[src/logic/cpuPkg.sv]
package cpuPkg;

	// opcodes, six bits wide, NOP must stay at zero
	localparam logic [5:0] NOP   = 6'd0;
	localparam logic [5:0] LDA   = 6'd1;
	localparam logic [5:0] LDB   = 6'd2;
	localparam logic [5:0] LDCA  = 6'd3;
	localparam logic [5:0] LDCB  = 6'd4;
	localparam logic [5:0] STA   = 6'd5;
	localparam logic [5:0] STB   = 6'd6;
	localparam logic [5:0] ADDA  = 6'd7;
	localparam logic [5:0] ADDB  = 6'd8;
	localparam logic [5:0] ADDCA = 6'd9;
	localparam logic [5:0] ADDCB = 6'd10;
	localparam logic [5:0] SUBA  = 6'd11;
	localparam logic [5:0] SUBB  = 6'd12;
	localparam logic [5:0] SUBCA = 6'd13;
	localparam logic [5:0] SUBCB = 6'd14;
	localparam logic [5:0] ANDA  = 6'd15;
	localparam logic [5:0] ANDB  = 6'd16;
	localparam logic [5:0] ANDCA = 6'd17;
	localparam logic [5:0] ANDCB = 6'd18;
	localparam logic [5:0] ORA   = 6'd19;
	localparam logic [5:0] ORB   = 6'd20;
	localparam logic [5:0] ORCA  = 6'd21;
	localparam logic [5:0] ORCB  = 6'd22;
	localparam logic [5:0] ASLA  = 6'd23;
	localparam logic [5:0] ASRA  = 6'd24;

	// one instruction word, constant view and address view
	typedef union packed {
		struct packed {
			logic [5:0] opcode;
			logic [1:0] spare;
			logic [7:0] constant;
		} fmtImm;
		struct packed {
			logic [5:0] opcode;
			logic [9:0] addr;
		} fmtAddr;
	} instrWord;

	typedef enum logic [2:0] {
		aluPass,
		aluAdd,
		aluSub,
		aluAnd,
		aluOr,
		aluShl,
		aluShr
	} aluOpT;

	// bit 0 picks A for operand 1, bit 1 picks B for operand 2
	localparam logic [1:0] selConstants   = 2'b00;
	localparam logic [1:0] selAcumAConstB = 2'b01;
	localparam logic [1:0] selConstAAcumB = 2'b10;
	localparam logic [1:0] selAcumAB      = 2'b11;

	// accumulator load control
	localparam logic [2:0] noLoad = 3'd0;
	localparam logic [2:0] loadA  = 3'd1;
	localparam logic [2:0] loadB  = 3'd2;

	// memory access control
	localparam logic [1:0] memNone  = 2'd0;
	localparam logic [1:0] memRead  = 2'd1;
	localparam logic [1:0] memWrite = 2'd2;

	// credit depths and derived widths
	localparam int INSTR_CREDITS = 2;
	localparam int STORE_CREDITS = 2;
	localparam int INSTR_PTR_W = $clog2(INSTR_CREDITS);
	localparam int INSTR_CNT_W = $clog2(INSTR_CREDITS + 1);
	localparam int STORE_CNT_W = $clog2(STORE_CREDITS + 1);
	localparam int MEM_DEPTH = 1024;

endpackage
[src/logic/exCtrlIf.sv]
interface exCtrlIf;

	// one decoded instruction, valid for a single execute cycle
	logic valid;
	cpuPkg::aluOpT aluOp;
	logic [1:0] operandSel;
	logic [2:0] accControl;
	logic [1:0] memControl;
	// immediate and memory address payload
	logic [7:0] constant;
	logic [9:0] addr;

	modport decoder (
		output valid, aluOp, operandSel, accControl, memControl, constant, addr
	);

	modport execute (
		input valid, aluOp, operandSel, accControl, memControl, constant, addr
	);

endinterface

[src/logic/executeStage.sv]
module executeStage (
	input  logic clk,
	input  logic rstN,
	input  logic [7:0] accA,
	input  logic [7:0] accB,
	input  logic [7:0] readData,
	exCtrlIf.execute ctrl,
	output logic [2:0] load,
	output logic [7:0] loadData,
	output logic memWriteEn,
	output logic [9:0] memAddr,
	output logic [7:0] memWriteData,
	output logic storeValid,
	output logic carry
);
	import cpuPkg::*;

	logic [7:0] oper1;
	logic [7:0] oper2;
	logic [7:0] aluRes;
	logic [8:0] wideRes;
	logic carryNext;
	logic carryUpd;

	// operand muxes, constant replaces the unused accumulator
	assign oper1 = ctrl.operandSel[0] ? accA : ctrl.constant;
	assign oper2 = ctrl.operandSel[1] ? accB : ctrl.constant;

	always_comb begin
		wideRes = '0;
		aluRes = oper1;
		carryNext = carry;
		carryUpd = 1'b0;
		case (ctrl.aluOp)
			aluAdd: begin
				wideRes = {1'b0, oper1} + {1'b0, oper2};
				aluRes = wideRes[7:0];
				carryNext = wideRes[8];
				carryUpd = 1'b1;
			end
			// bit 8 of the difference is the borrow
			aluSub: begin
				wideRes = {1'b0, oper1} - {1'b0, oper2};
				aluRes = wideRes[7:0];
				carryNext = wideRes[8];
				carryUpd = 1'b1;
			end
			aluAnd: aluRes = oper1 & oper2;
			aluOr: aluRes = oper1 | oper2;
			aluShl: begin
				aluRes = {oper1[6:0], 1'b0};
				carryNext = oper1[7];
				carryUpd = 1'b1;
			end
			// arithmetic shift keeps the sign bit
			aluShr: begin
				aluRes = {oper1[7], oper1[7:1]};
				carryNext = oper1[0];
				carryUpd = 1'b1;
			end
			default: aluRes = oper1;
		endcase
	end

	// result routing back to the accumulators
	assign load = ctrl.valid ? ctrl.accControl : noLoad;
	assign loadData = (ctrl.memControl == memRead) ? readData : aluRes;

	// stores go to memory and out on the store port in the same cycle
	assign memWriteEn = ctrl.valid && (ctrl.memControl == memWrite);
	assign memAddr = ctrl.addr;
	assign memWriteData = ctrl.operandSel[0] ? oper1 : oper2;
	assign storeValid = memWriteEn;

	always_ff @(posedge clk) begin
		if (!rstN) begin
			carry <= 1'b0;
		end else if (ctrl.valid && carryUpd) begin
			carry <= carryNext;
		end
	end

endmodule

[src/flat_wrapper.sv]
// flat-port wrapper written by rule: the top's interface ports become plain ports
module executeStage_flat import cpuPkg::*;
  (clk, rstN, accA, accB, readData, load, loadData, memWriteEn, memAddr, memWriteData, storeValid, carry, ctrl_valid, ctrl_aluOp, ctrl_operandSel, ctrl_accControl, ctrl_memControl, ctrl_constant, ctrl_addr);
  exCtrlIf ctrl_i ();
  input  logic clk;
  input  logic rstN;
  input  logic [7:0] accA;
  input  logic [7:0] accB;
  input  logic [7:0] readData;
  output logic [2:0] load;
  output logic [7:0] loadData;
  output logic memWriteEn;
  output logic [9:0] memAddr;
  output logic [7:0] memWriteData;
  output logic storeValid;
  output logic carry;
  input wire logic [$bits(ctrl_i.valid)-1:0] ctrl_valid;
  input wire logic [$bits(ctrl_i.aluOp)-1:0] ctrl_aluOp;
  input wire logic [$bits(ctrl_i.operandSel)-1:0] ctrl_operandSel;
  input wire logic [$bits(ctrl_i.accControl)-1:0] ctrl_accControl;
  input wire logic [$bits(ctrl_i.memControl)-1:0] ctrl_memControl;
  input wire logic [$bits(ctrl_i.constant)-1:0] ctrl_constant;
  input wire logic [$bits(ctrl_i.addr)-1:0] ctrl_addr;
  assign ctrl_i.valid = ctrl_valid;
  assign ctrl_i.aluOp = ctrl_aluOp;
  assign ctrl_i.operandSel = ctrl_operandSel;
  assign ctrl_i.accControl = ctrl_accControl;
  assign ctrl_i.memControl = ctrl_memControl;
  assign ctrl_i.constant = ctrl_constant;
  assign ctrl_i.addr = ctrl_addr;
  executeStage u_core (.clk(clk), .rstN(rstN), .accA(accA), .accB(accB), .readData(readData), .ctrl(ctrl_i), .load(load), .loadData(loadData), .memWriteEn(memWriteEn), .memAddr(memAddr), .memWriteData(memWriteData), .storeValid(storeValid), .carry(carry));
endmodule
[config.mk]
export PLATFORM = sky130hd
export DESIGN_NAME = executeStage_flat
export DESIGN_NICKNAME = d
export VERILOG_FILES = /design/src/logic/cpuPkg.sv /design/src/logic/exCtrlIf.sv /design/src/logic/executeStage.sv /design/src/flat_wrapper.sv
export SDC_FILE = /design/constraint.sdc
export NUM_CORES = 1
export LEC_CHECK = 0
export ABC_AREA = 1
export BUFFER_PORTS_ARGS = -buffer_cell sky130_fd_sc_hd__buf_2
export CAP_MARGIN = 30
export CORE_MARGIN = 2
export CORE_UTILIZATION = 45
export DETAILED_ROUTE_END_ITERATION = 8
export PLACE_DENSITY = 0.77
export SETUP_SLACK_MARGIN = 0.05
export SYNTH_ARGS = -nofsm -noshare
export SYNTH_HDL_FRONTEND = slang
export SYNTH_SLANG_ARGS = --single-unit
[constraint.sdc]
create_clock -name clk -period 4.8 [get_ports clk]
set_input_delay 0.24 -clock clk [delete_from_list [all_inputs] [get_ports clk]]
set_output_delay 0.24 -clock clk [all_outputs]
set_load 0.01 [all_outputs]
Yosys cells after proc, flatten, opt, wreduce, memory -nomap -nowiden
Cells that the tools add are included.
{"block": "classes", "n_eq_ne": 8, "n_bitwise": 2, "mux": 8, "reduce_logical": 5, "add_sub_neg": 2}
{"operator": "8-bit one-hot mux with 6 select lines", "count": 1}
{"operator": "8-bit 2-to-1 mux", "count": 4}
{"operator": "8-bit by 8-bit adder with 9-bit output", "count": 1}
{"operator": "3-bit == test (second input constant)", "count": 3}
{"operator": "8-bit by 8-bit subtractor with 9-bit output", "count": 1}
{"operator": "8-bit bitwise AND", "count": 1}
{"operator": "8-bit OR", "count": 1}
{"operator": "3-bit by 2-bit == test with 1-bit output (second input constant)", "count": 2}
{"operator": "1-bit one-hot mux with 4 select lines", "count": 1}
{"operator": "4-bit nonzero test", "count": 1}
{"operator": "4-bit OR reduction", "count": 1}
{"operator": "3-bit by 1-bit == test with 1-bit output (second input constant)", "count": 1}
{"operator": "3-bit 2-to-1 mux", "count": 1}
{"operator": "2-bit by 1-bit == test with 1-bit output (second input constant)", "count": 1}
{"operator": "2-bit == test (second input constant)", "count": 1}
{"operator": "1-bit logical AND", "count": 2}
{"operator": "2-bit AND reduction", "count": 1}
{"operator": "1-bit 2-to-1 mux", "count": 1}
{"block": "word_totals", "out_inout_bits": 32, "wordCells": 26, "in_bits": 55, "regBits": 1}

Logic depth before layout (Yosys ltp)
Gate-level depths: netlist of the first run.
{"block": "logic_depth", "ltp_word": 5, "depth_mapped": 17, "mapped_depth_nobuf": 15}

Worst setup path after synthesis of the first run
Ideal clock, no wire load.
{"block": "synth_path", "path_kind": "in2out", "start": "input port ctrl_operandSel[1]", "end": "output port loadData[2]", "slack_ps": 2535, "n_path_buf": 1, "arrival_time_ps": 2025, "required_ps": 4560, "cell_stages": 11, "path_cell_list": "clkbuf_1 > nand2_1 > o21ai_0 > inv_1 > ha_1 > fa_1 > or2_2 > nand3_1 > nand2_1 > nor3_1 > a21oi_1"}
{"block": "synth_via", "elab_chain_len": 4, "word_cells_on_any_way": 7, "classes_between": "2 x add/sub; 3 x mux; 2 x bitwise"}
{"item": "start, declared", "line_no": "flat_wrapper.sv:19", "text": "input wire logic [$bits(ctrl_i.operandSel)-1:0] ctrl_operandSel;"}
{"item": "8-bit 2-to-1 mux (*)", "line_no": "executeStage.sv:27", "text": "assign oper2 = ctrl.operandSel[1] ? accB : ctrl.constant;"}
{"item": "8-bit by 8-bit subtractor with 9-bit output, or another cell as far along", "line_no": "executeStage.sv:43", "text": "wideRes = {1'b0, oper1} - {1'b0, oper2};"}
{"item": "8-bit one-hot mux with 6 select lines (*)", "line_no": "executeStage.sv:34", "text": "case (ctrl.aluOp)"}
{"item": "8-bit 2-to-1 mux (*)", "line_no": "executeStage.sv:67", "text": "assign loadData = (ctrl.memControl == memRead) ? readData : aluRes;"}
{"item": "end, declared", "line_no": "flat_wrapper.sv:11", "text": "output logic [7:0] loadData;"}
Every way passes the cells marked *; elsewhere a longest branch is shown, timed or not.

Worst setup path in the final report of the first run
{"block": "layout_path", "start": "input port ctrl_operandSel[0]", "end": "output port loadData[2]"}
{"block": "layout_via", "elab_chain_len": 4, "word_cells_on_any_way": 7, "classes_between": "2 x add/sub; 3 x mux; 2 x bitwise"}
{"item": "8-bit 2-to-1 mux (*)", "line_no": "executeStage.sv:26", "text": "assign oper1 = ctrl.operandSel[0] ? accA : ctrl.constant;"}
{"item": "8-bit by 8-bit subtractor with 9-bit output, or another cell as far along", "line_no": "executeStage.sv:43"}
{"item": "8-bit one-hot mux with 6 select lines (*)", "line_no": "executeStage.sv:34"}
{"item": "8-bit 2-to-1 mux (*)", "line_no": "executeStage.sv:67"}
Marked as above.

==> results of run 1 <==
## layer usage
metal | share of wire [%] | wire length (um) | GRT usage (%) | vias up
met5 | 0 | 0 | 0 | -
met4 | 1.8 | 94 | 3.75 | 0
met3 | 6.8 | 355 | 0.329 | 10
met2 | 44 | 2320 | 39.2 | 92
met1 | 47 | 2490 | 34.9 | 945
li1 | - | - | - | 1181
## final timing paths
kind,endpoint,slack (ps),depth (start not counted),from
worst max-delay path,loadData[2],2160,12,ctrl_operandSel[0]
worst min-delay path,memAddr[1],480,0,ctrl_addr[1]
worst max register to register,u_core.carry,4140,3,u_core.carry
worst min register to register,u_core.carry,540,3,u_core.carry
## cell type report
cell class / instances / area [um2] / area share [%]
inverters: 67 / 251 / 11.8
repair buffers: 66 / 330 / 15.5
flip-flops and latches: 1 / 20.0 / 0.939
well taps: 50 / 62.6 / 2.93
multi-input cells: 261 / 1470 / 68.8
## stage by stage
step                      setup WS, ps  cell area [um2]  util, %
after floorplan                   2530             1860        -
after global placement            2180             2130     53.3
after detailed placement          2140             2130     53.3
after CTS                         2140             2130     53.3
after global routing              1890             2130     53.3
final                             2160             2130     53.3
## logic make-up (layout without fill, tap and decap cells)
logic type / count (synthesis) / count (layout)
buffers and inverters: 84 / 133
adder cells (fa/ha/maj): 28 / 28
AND/OR/NAND/NOR: 173 / 173
AO/OA/AOI/OAI: 60 / 60
flip-flops: 1 / 1
## power groups by stage
stage | Clock (mW) | Sequential [mW] | Combinational [mW]
global route | 0 | 0.00956 | 0.296
detailed placement | 0 | 0.00946 | 0.255
floorplan | 0 | 0.00979 | 0.186
CTS | 0 | 0.00946 | 0.256
global placement | 0 | 0.00942 | 0.252
finish | 0 | 0.00946 | 0.258
## cells in the mapped netlist
cell	n
nand4_1	4
o21a_1	1
ha_1	26
buf_6	1
fa_1	2
nor3_2	2
nor2_2	2
a21boi_1	1
nand3_1	29
nor4_1	1
nand3_2	4
nand2_2	3
and2_1	2
inv_2	9
buf_4	12
o211ai_1	4
nor2_1	18
a21boi_0	1
a21oi_1	15
nor2_4	1
buf_2	2
o21ai_2	3
inv_1	58
nor3_1	3
o21ai_0	22
o22ai_1	5
or2_2	1
o21ai_1	8
clkbuf_1	2
dfxtp_1	1
nand2_1	103
## worst max-delay path: cells and delay by family
| family | cells | cell delay, ps |
|---|---|---|
| and+or+nand+nor | 6 | 930 |
| AOI/OAI and AO/OA | 1 | 90 |
| buffers and inverters | 4 | 690 |
| adders and majority gates | 1 | 450 |
==> impl_results.md, run 1 <==
* Run status: completed
* Post-CTS Setup Bufs at 0
* Cells along the critical path: buf_2 > inv_2 > nand2_1 > and2_1 > inv_1 > fa_1 > or2_2 > nand3_1 > nand2_1 > nor3_1 > a21oi_1 > buf_2
* Top cells by area, synth: nand2_1 (21%), ha_1 (18%), inv_1 (12%)
* Via count at 2228
* Die area at 4660 um2
* Crit path launch type: input pin
* Max-slew headroom at 62.1%
* Data arrival time of the critical path at 2400 ps
* Max Transition Viols Final at 0
* Synth unique cells at 31
* Die Width at 68.3 um
* First-pass GRT wire length at 8.70 mm
* Final wirelength at 5.26 mm
* Post-Synthesis Cell Area at 1860 um2
* RSZ-0062 raised after global routing: false
* Die height at 68.3 um
* Synth Area in Adders at 19.7%
* Clock latency on the worst-skew pair at 0 ps
* Switching share of total power at 61.4%
* Worst Skew at 0 ps
* Kind of critical path: input pin to output port
* Yosys top cell by area: nand2_1
* Maximum vdd drop at 55.3 uV
* Yosys warnings at 0
* Worst EP required at 4560 ps
* Multiplexer area fraction after synthesis at 0%
* Number of max-cap violations at 0
* Largest net degree at the start of global routing at 23
* Area Overhead vs Synth at 14.7%
* ANT nets after route at 0
* Sequential group share of total power at 3.5%
* # diodes at 0
* Syn_nets at 429
* Starting Density at 46.4%
* Initial antenna violation count at 0
* Post-synth top area share at 20.8%
* Critical Path Fanout Max at 22
* Setup TNS at 0 ps
* Clock share of power at 0%
* Count of non-filler cells in the finished layout at 445
* DR vias/cell at 5.01
* Syn Area/Cell at 5.37 um2
* Slowest stage delay, CP at 450 ps
* Fmax at 0.378 GHz
* Final Hold Slack at 480 ps
* Most frequent cells in the layout: nand2_1 (103), buf_2 (66), inv_1 (58), nand3_1 (29), ha_1 (26)
* Static Leakage at 1.31 nW
* Main combinational cell family by area after synthesis: simple AND/OR/NAND/NOR gates
* Share of layout cells above drive strength 1 at 23.0%
* DRC at 0
* Cell Pwr Density at 125 nW/um2
* Pint at 0.103 mW
* Biggest regs: u_core.carry (1)
* FF+latch count, synth at 1
* Min cycle time layout at 2640 ps
* CP endpoint kind: output port
* Seq/Total Area, Yosys at 1.08%
* Power Total at 0.267 mW
* Detailed placement HPWL at 4.37 mm
* Biggest register: u_core.carry
* Grt ovf at 0
* Net Sw Power at 0.164 mW
* Hold buffer count at cts at 0
* Synth Area in Compound Gates at 18.0%
* Slowest cell on crit path: fa_1
* First-pass DRT Iterations at 4
* Site Rows at 23
* Initial DRC Count at 122
* Fin nets at 480
* Post-Synth XOR/XNOR Area at 0%
* Cell count after synthesis at 346
* Comb pwr share at 96.5%
* Boundary Pins at 87
* CORE AREA at 4000 um2
* Worst min-delay path category: input pin to output port
* Hold Vio Cnt, Final at 0
* Port bufs at 66
* Simple-Gate Fraction of Synth Area at 41.3%
* Pin slew with the least headroom to its limit at 562 ps
* Crit share post-route at 55.1%
* Wire per inst at 11.8 um
* Final setup fails at 0
* Placed insts at 445
* Vias in the first global route at 2000
* Most common cell after layout, fill and taps aside: nand2_1
* PostCTS Resize Cnt at 0
* Fillers at 420
* Largest register FFs at 1
* GRT Total Usage at 23.7%
* RePlAce Congestion at 0.964
(Power assumes the default switching activity.)
==> run 2, diff against run 1 <==
clock period = 2.55 ns   (was 4.8 ns; I/O delays follow)
==> run 2 against run 1 <==
Effect of this change: die area unchanged; register-to-register slack lost 2300 ps; hold slack worse by 220 ps; core utilization up 0.81 points; sequential share of layout area about the same; clock skew is the same; cell count rose by 0.90%; combinational power increased by 92%; critical path type unchanged.
==> impl_results.md, run 2 (same netlist as run 1, synthesis figures left out) <==
* Setup TNS at 0 ps
* Crit path from: ctrl_operandSel[0]
* CORE AREA at 4000 um2
* Initial DRC Count at 136
* Detailed placement HPWL at 4.50 mm
* Die height at 68.3 um
* Biggest register: u_core.carry
* Hold path cells at 0
* Cells along the critical path: buf_4 > inv_2 > nand2_1 > and2_1 > inv_1 > fa_1 > or2_2 > nand3_1 > nand2_1 > nor3_1 > a21oi_1 > buf_2
* Biggest regs: u_core.carry (1)
* Largest net degree at the start of global routing at 23
* Share of layout cells above drive strength 1 at 23.8%
* Most frequent cells in the layout: nand2_1 (103), buf_2 (65), inv_1 (58), nand3_1 (29), ha_1 (26)
* DRC at 0
* Run status: completed
* Kind of critical path: input pin to output port
* # diodes at 0
* Crit path launch type: input pin
* ANT nets after route at 0
* RSZ-0062 raised after global routing: false
* Min cycle time layout at 2280 ps
* Worst min-delay path category: input pin to output port
* Hold Vio Cnt, Final at 0
* Reg2reg end: u_core.carry
* Clock latency on the worst-skew pair at 0 ps
* Cell Pwr Density at 237 nW/um2
* Hold Path End: memAddr[1]
* Data arrival time of the critical path at 2150 ps
* Slowest cell on crit path: fa_1
* Hold Path Origin: ctrl_addr[1]
* GRT Total Usage at 24.1%
* First-pass DRT Iterations at 5
* Most common cell after layout, fill and taps aside: nand2_1
* Initial antenna violation count at 0
* Maximum vdd drop at 109 uV
* Final wirelength at 5.39 mm
* Die Width at 68.3 um
* CP endpoint kind: output port
* Post-route setup slack at 275 ps
* Site Rows at 23
* Most used cell, CP: nand2_1
* Fin nets at 484
* Crit share post-route at 89.2%
* Largest delay share family, worst path: simple AND/OR/NAND/NOR gates
* Static Leakage at 1.33 nW
* Starting Density at 46.4%
* Dpl ws at 179 ps
* Reg2Reg Setup Slack at 1890 ps
* First-pass GRT wire length at 8.78 mm
* Boundary Pins at 87
* Port bufs at 66
* Pin slew with the least headroom to its limit at 652 ps
* RePlAce Congestion at 0.974
* Die area at 4660 um2
* Critical Path Fanout Max at 22
* Worst Skew at 0 ps
* Worst EP required at 2420 ps
* Crit path buf inv count at 4
* Area Overhead vs Synth at 16.5%
* Vias in the first global route at 2028
* Reg2reg start: u_core.carry
* Grt ovf at 0
* Slowest stage delay, CP at 460 ps
* Largest register FFs at 1
* FF-to-FF path depth at 3
* Via count at 2300
* Max Transition Viols Final at 0
* Final setup fails at 0
* Fmax at 0.439 GHz
* Number of max-cap violations at 0
* Max-slew headroom at 56.0%
* Wire per inst at 12.0 um
* DR vias/cell at 5.12
[run 2: changes by cell type in the layout (fill, tap and decap cells not counted)]
cell     delta
o21ai_1     +1
o21ai_0     -1
buf_2       -1
buf_4       +5
[run 2: worst max-delay path by stage]
stage	to	slack, ps	cells after the start
finish	loadData[2]	270	12
global route	loadData[6]	60	16
CTS	loadData[2]	170	12
detailed placement	loadData[2]	180	12
global placement	loadData[2]	190	12
floorplan	loadData[2]	510	11
[run 2: repair_timing]
action,in CTS,in global routing
buffers inserted,0,0
resized for setup,0,3
hold buffers,0,0
setup endpoints to repair,0,5
[run 2: area by class of cell]
class	instances	area (um2)
Inverter	67	251
Multi-Input combinational cell	261	1470
Tap cell	50	62.6
Sequential cell	1	20.0
Fill cell	391	1840
Timing Repair Buffer	70	363
[run 2: routing by layer]
layer	vias to the layer above	global-route usage, %	share of wire [%]
met4	0	5.00	0.98
met5	-	0	0
li1	1193	-	-
met1	992	33.3	45
met2	111	40.8	46
met3	4	1.64	8.0
[run 2: metrics by stage]
stage | area (um2) | util, % | hold slack (ps) | std cells | power, mW
after floorplan | 1860 | - | 310 | 346 | 0.368
after global placement | 2160 | 54.1 | 255 | 449 | 0.498
after detailed placement | 2160 | 54.1 | 255 | 449 | 0.505
after CTS | 2160 | 54.1 | 255 | 449 | 0.506
after global routing | 2160 | 54.1 | 255 | 449 | 0.580
final | 2160 | 54.1 | 255 | 449 | 0.512
[run 2: power breakdown]
part / switching, mW / total, mW / internal (mW)
Sequential: 0.000603 / 0.0178 / 0.0172
Combinational: 0.311 / 0.495 / 0.184
Clock: 0 / 0 / 0
Total: 0.312 / 0.512 / 0.201
==> run 3, diff against run 2 <==
ABC_AREA = unset   (was 1)
clock period = 2.6 ns   (was 2.55 ns; I/O delays follow)
==> run 3 against run 2 <==
Effect of this change: first-iteration DRC count is 45% higher; synthesized cell count is 24% lower; hold slack better by 5.0 ps; sequential power is 3% lower; highest routed layer unchanged; flip-flop and latch count stayed put; synthesized area is 0.61% lower; largest power group unchanged; critical path type unchanged; critical path depth stayed put; critical endpoint is now loadData[6]; wire length is 6.2% higher.
==> impl_results.md, run 3 <==
* Worst min-delay path category: input pin to output port
* Largest net degree at the start of global routing at 28
* Kind of critical path: input pin to output port
* Number of max-cap violations at 0
* Post-synth top flop: dfxtp_1
* Seq/Total Area, Yosys at 1.08%
* First-pass GRT wire length at 8.63 mm
* Placed insts at 391
* DRC at 0
* Post-Synthesis Cell Area at 1850 um2
* Grt ovf at 0
* Syn Area/Cell at 7.05 um2
* Static Leakage at 1.26 nW
* Biggest register: u_core.carry
* EDFF count, synth at 0
* Util after Layout at 65.1%
* Most frequent cells in the layout: buf_2 (64), buf_4 (38), nand2_1 (31), a21oi_1 (22), ha_1 (21)
* Largest delay share family, worst path: compound AO/OA/AOI/OAI gates
* Largest register FFs at 1
* Hold Vio Cnt, Final at 0
* Placed Instance Area at 2420 um2
* GRT Total Usage at 23.8%
* Synth unique cells at 50
* Die area at 4630 um2
* CORE AREA at 3970 um2
* Cells along the critical path: buf_6 > buf_12 > mux2_2 > ha_1 > fa_2 > o21bai_1 > a21oi_1 > o31ai_2 > xnor2_1 > a221oi_1 > a21oi_1 > buf_2
* Post-synth top area share at 17.6%
* Crit path launch type: input pin
* Sequential group share of total power at 2.6%
* Vias in the first global route at 1955
* Worst Skew at 0 ps
* Wire per inst at 14.5 um
* Fraction of registers with async set/reset at 0%
* Clock share of power at 0%
* FF+latch count, synth at 1
* Final setup fails at 0
* DR vias/cell at 5.68
* Syn_nets at 345
* Crit path buf inv count at 3
* Area of the multi-input gates at 1720 um2
* Comb pwr share at 97.4%
* Power Total at 0.659 mW
* Crit share post-route at 94.7%
* RePlAce Congestion at 0.959
* RSZ-0062 raised after global routing: false
* Initial antenna violation count at 0
* Share of layout cells above drive strength 1 at 44.9%
* Starting Density at 46.5%
* Site Rows at 23
* Leading cell type by number of instances after synthesis: nand2_1
* First-pass DRT Iterations at 5
* Maximum vdd drop at 121 uV
* Top cells by area, synth: ha_1 (18%), mux2_2 (12%), nand2_1 (6.3%)
* Final instance area at 2580 um2
* Critical Path Fanout Max at 4
* Cell Pwr Density at 255 nW/um2
* Switching share of total power at 49.3%
* Max Transition Viols Final at 0
* Pint at 0.334 mW
* Detailed placement HPWL at 4.52 mm
* Port bufs at 66
* Via count at 2243
* Net Sw Power at 0.325 mW
* # diodes at 0
* Most common cell after layout, fill and taps aside: buf_2
* CP endpoint kind: output port
* Commonest cells in the netlist: nand2_1 (31), ha_1 (26), a21oi_1 (22), inv_1 (21), mux2_2 (19)
* Most used cell, CP: a21oi_1
* Slowest cell on crit path: mux2_2
* Dpl ws at -116 ps
* Die Width at 68.1 um
* Final wirelength at 5.72 mm
* Cell count after synthesis at 262
* Yosys top cell by area: ha_1
* Count of non-filler cells in the finished layout at 395
* Biggest regs: u_core.carry (1)
* Max-slew headroom at 53.5%
* Clock latency on the worst-skew pair at 0 ps
* Reg2Reg Setup Slack at 1790 ps
* Fin nets at 430
* Initial DRC Count at 197
* Data arrival time of the critical path at 2330 ps
* Hold buffer count at cts at 0
* ANT nets after route at 0
* Yosys warnings at 0
* Post-route setup slack at 138 ps
* Worst EP required at 2470 ps
* Run status: completed
* Slowest stage delay, CP at 360 ps
* Min cycle time layout at 2460 ps
* Fillers at 340
* Area Overhead vs Synth at 40.0%
* Die height at 68.1 um
* Boundary Pins at 87
* Pin slew with the least headroom to its limit at 696 ps
* Fmax at 0.406 GHz
* Reg area at 20.0 um2
run 3: cell types whose count changed in the layout (fill, tap and decap cells not counted), sizes merged, moves of 5 or more:
| cell | before | now |
|---|---|---|
| a21oi | 15 | 22 |
| buf | 70 | 108 |
| inv | 67 | 21 |
| mux2 | 0 | 19 |
| mux2i | 0 | 10 |
| nand2 | 106 | 31 |
| nand3 | 33 | 1 |
| o21ai | 33 | 15 |
| o221ai | 0 | 5 |
| xnor2 | 0 | 5 |
run 3: final timing paths:
kind | start | to | cells past startpoint
worst max-delay path | ctrl_operandSel[1] | loadData[6] | 12
worst min-delay path | ctrl_addr[3] | memAddr[3] | 0
worst max register to register | u_core.carry | u_core.carry | 4
worst min register to register | u_core.carry | u_core.carry | 2
run 3: cell type report:
type | instances | share of cell area (%)
sequential | 1 | 0.774
tap | 50 | 2.42
multi-input combinational | 215 | 66.5
inverter | 21 | 3.24
timing repair buffer | 108 | 27.1
run 3: logic make-up after synthesis:
logic type	after synthesis	synth area share, %
AOI/OAI and AO/OA	79	28.0
xor gates and xnor gates	7	3.32
adders and majority gates	28	19.8
buffers and inverters	46	12.4
DFF	1	1.08
muxes	29	17.0
and+or+nand+nor	72	18.4
run 3: worst reg2reg max path, stage by stage, from the launching register on:
cell	delay [ps]
dfxtp_1	280
nand2_1	70
o2111ai_1	120
o21ai_0	160
a21oi_1	50
run 3: metal layers:
layer / wire length [um] / track usage [%] / vias to the layer above
met2: 2720 / 42.5 / 122
met1: 2420 / 31.6 / 1015
met4: 119 / 5.75 / 0
met3: 462 / 0.493 / 8
met5: 0 / 0 / -
li1: - / - / 1098
run 3: power groups by stage:
stage | combinational (mW) | clock [mW] | sequential (mW)
after CTS | 0.609 | 0 | 0.0172
after detailed placement | 0.578 | 0 | 0.0172
final | 0.642 | 0 | 0.0172
after global routing | 0.697 | 0 | 0.0173
after global placement | 0.573 | 0 | 0.0172
after floorplan | 0.382 | 0 | 0.0177
run 3: timing repair:
item	4_1_cts	5_1_grt
resized for setup	23	13
cloned	0	0
pin swaps	9	7
setup buffers	3	1
endpoints found under the setup margin	2	2
run 3: metrics by stage:
step	TNS, ps	hold WS (ps)
finish	0	260
global route	0	260
CTS	0	260
detailed placement	-204	260
global placement	-89.7	260
floorplan	0	268
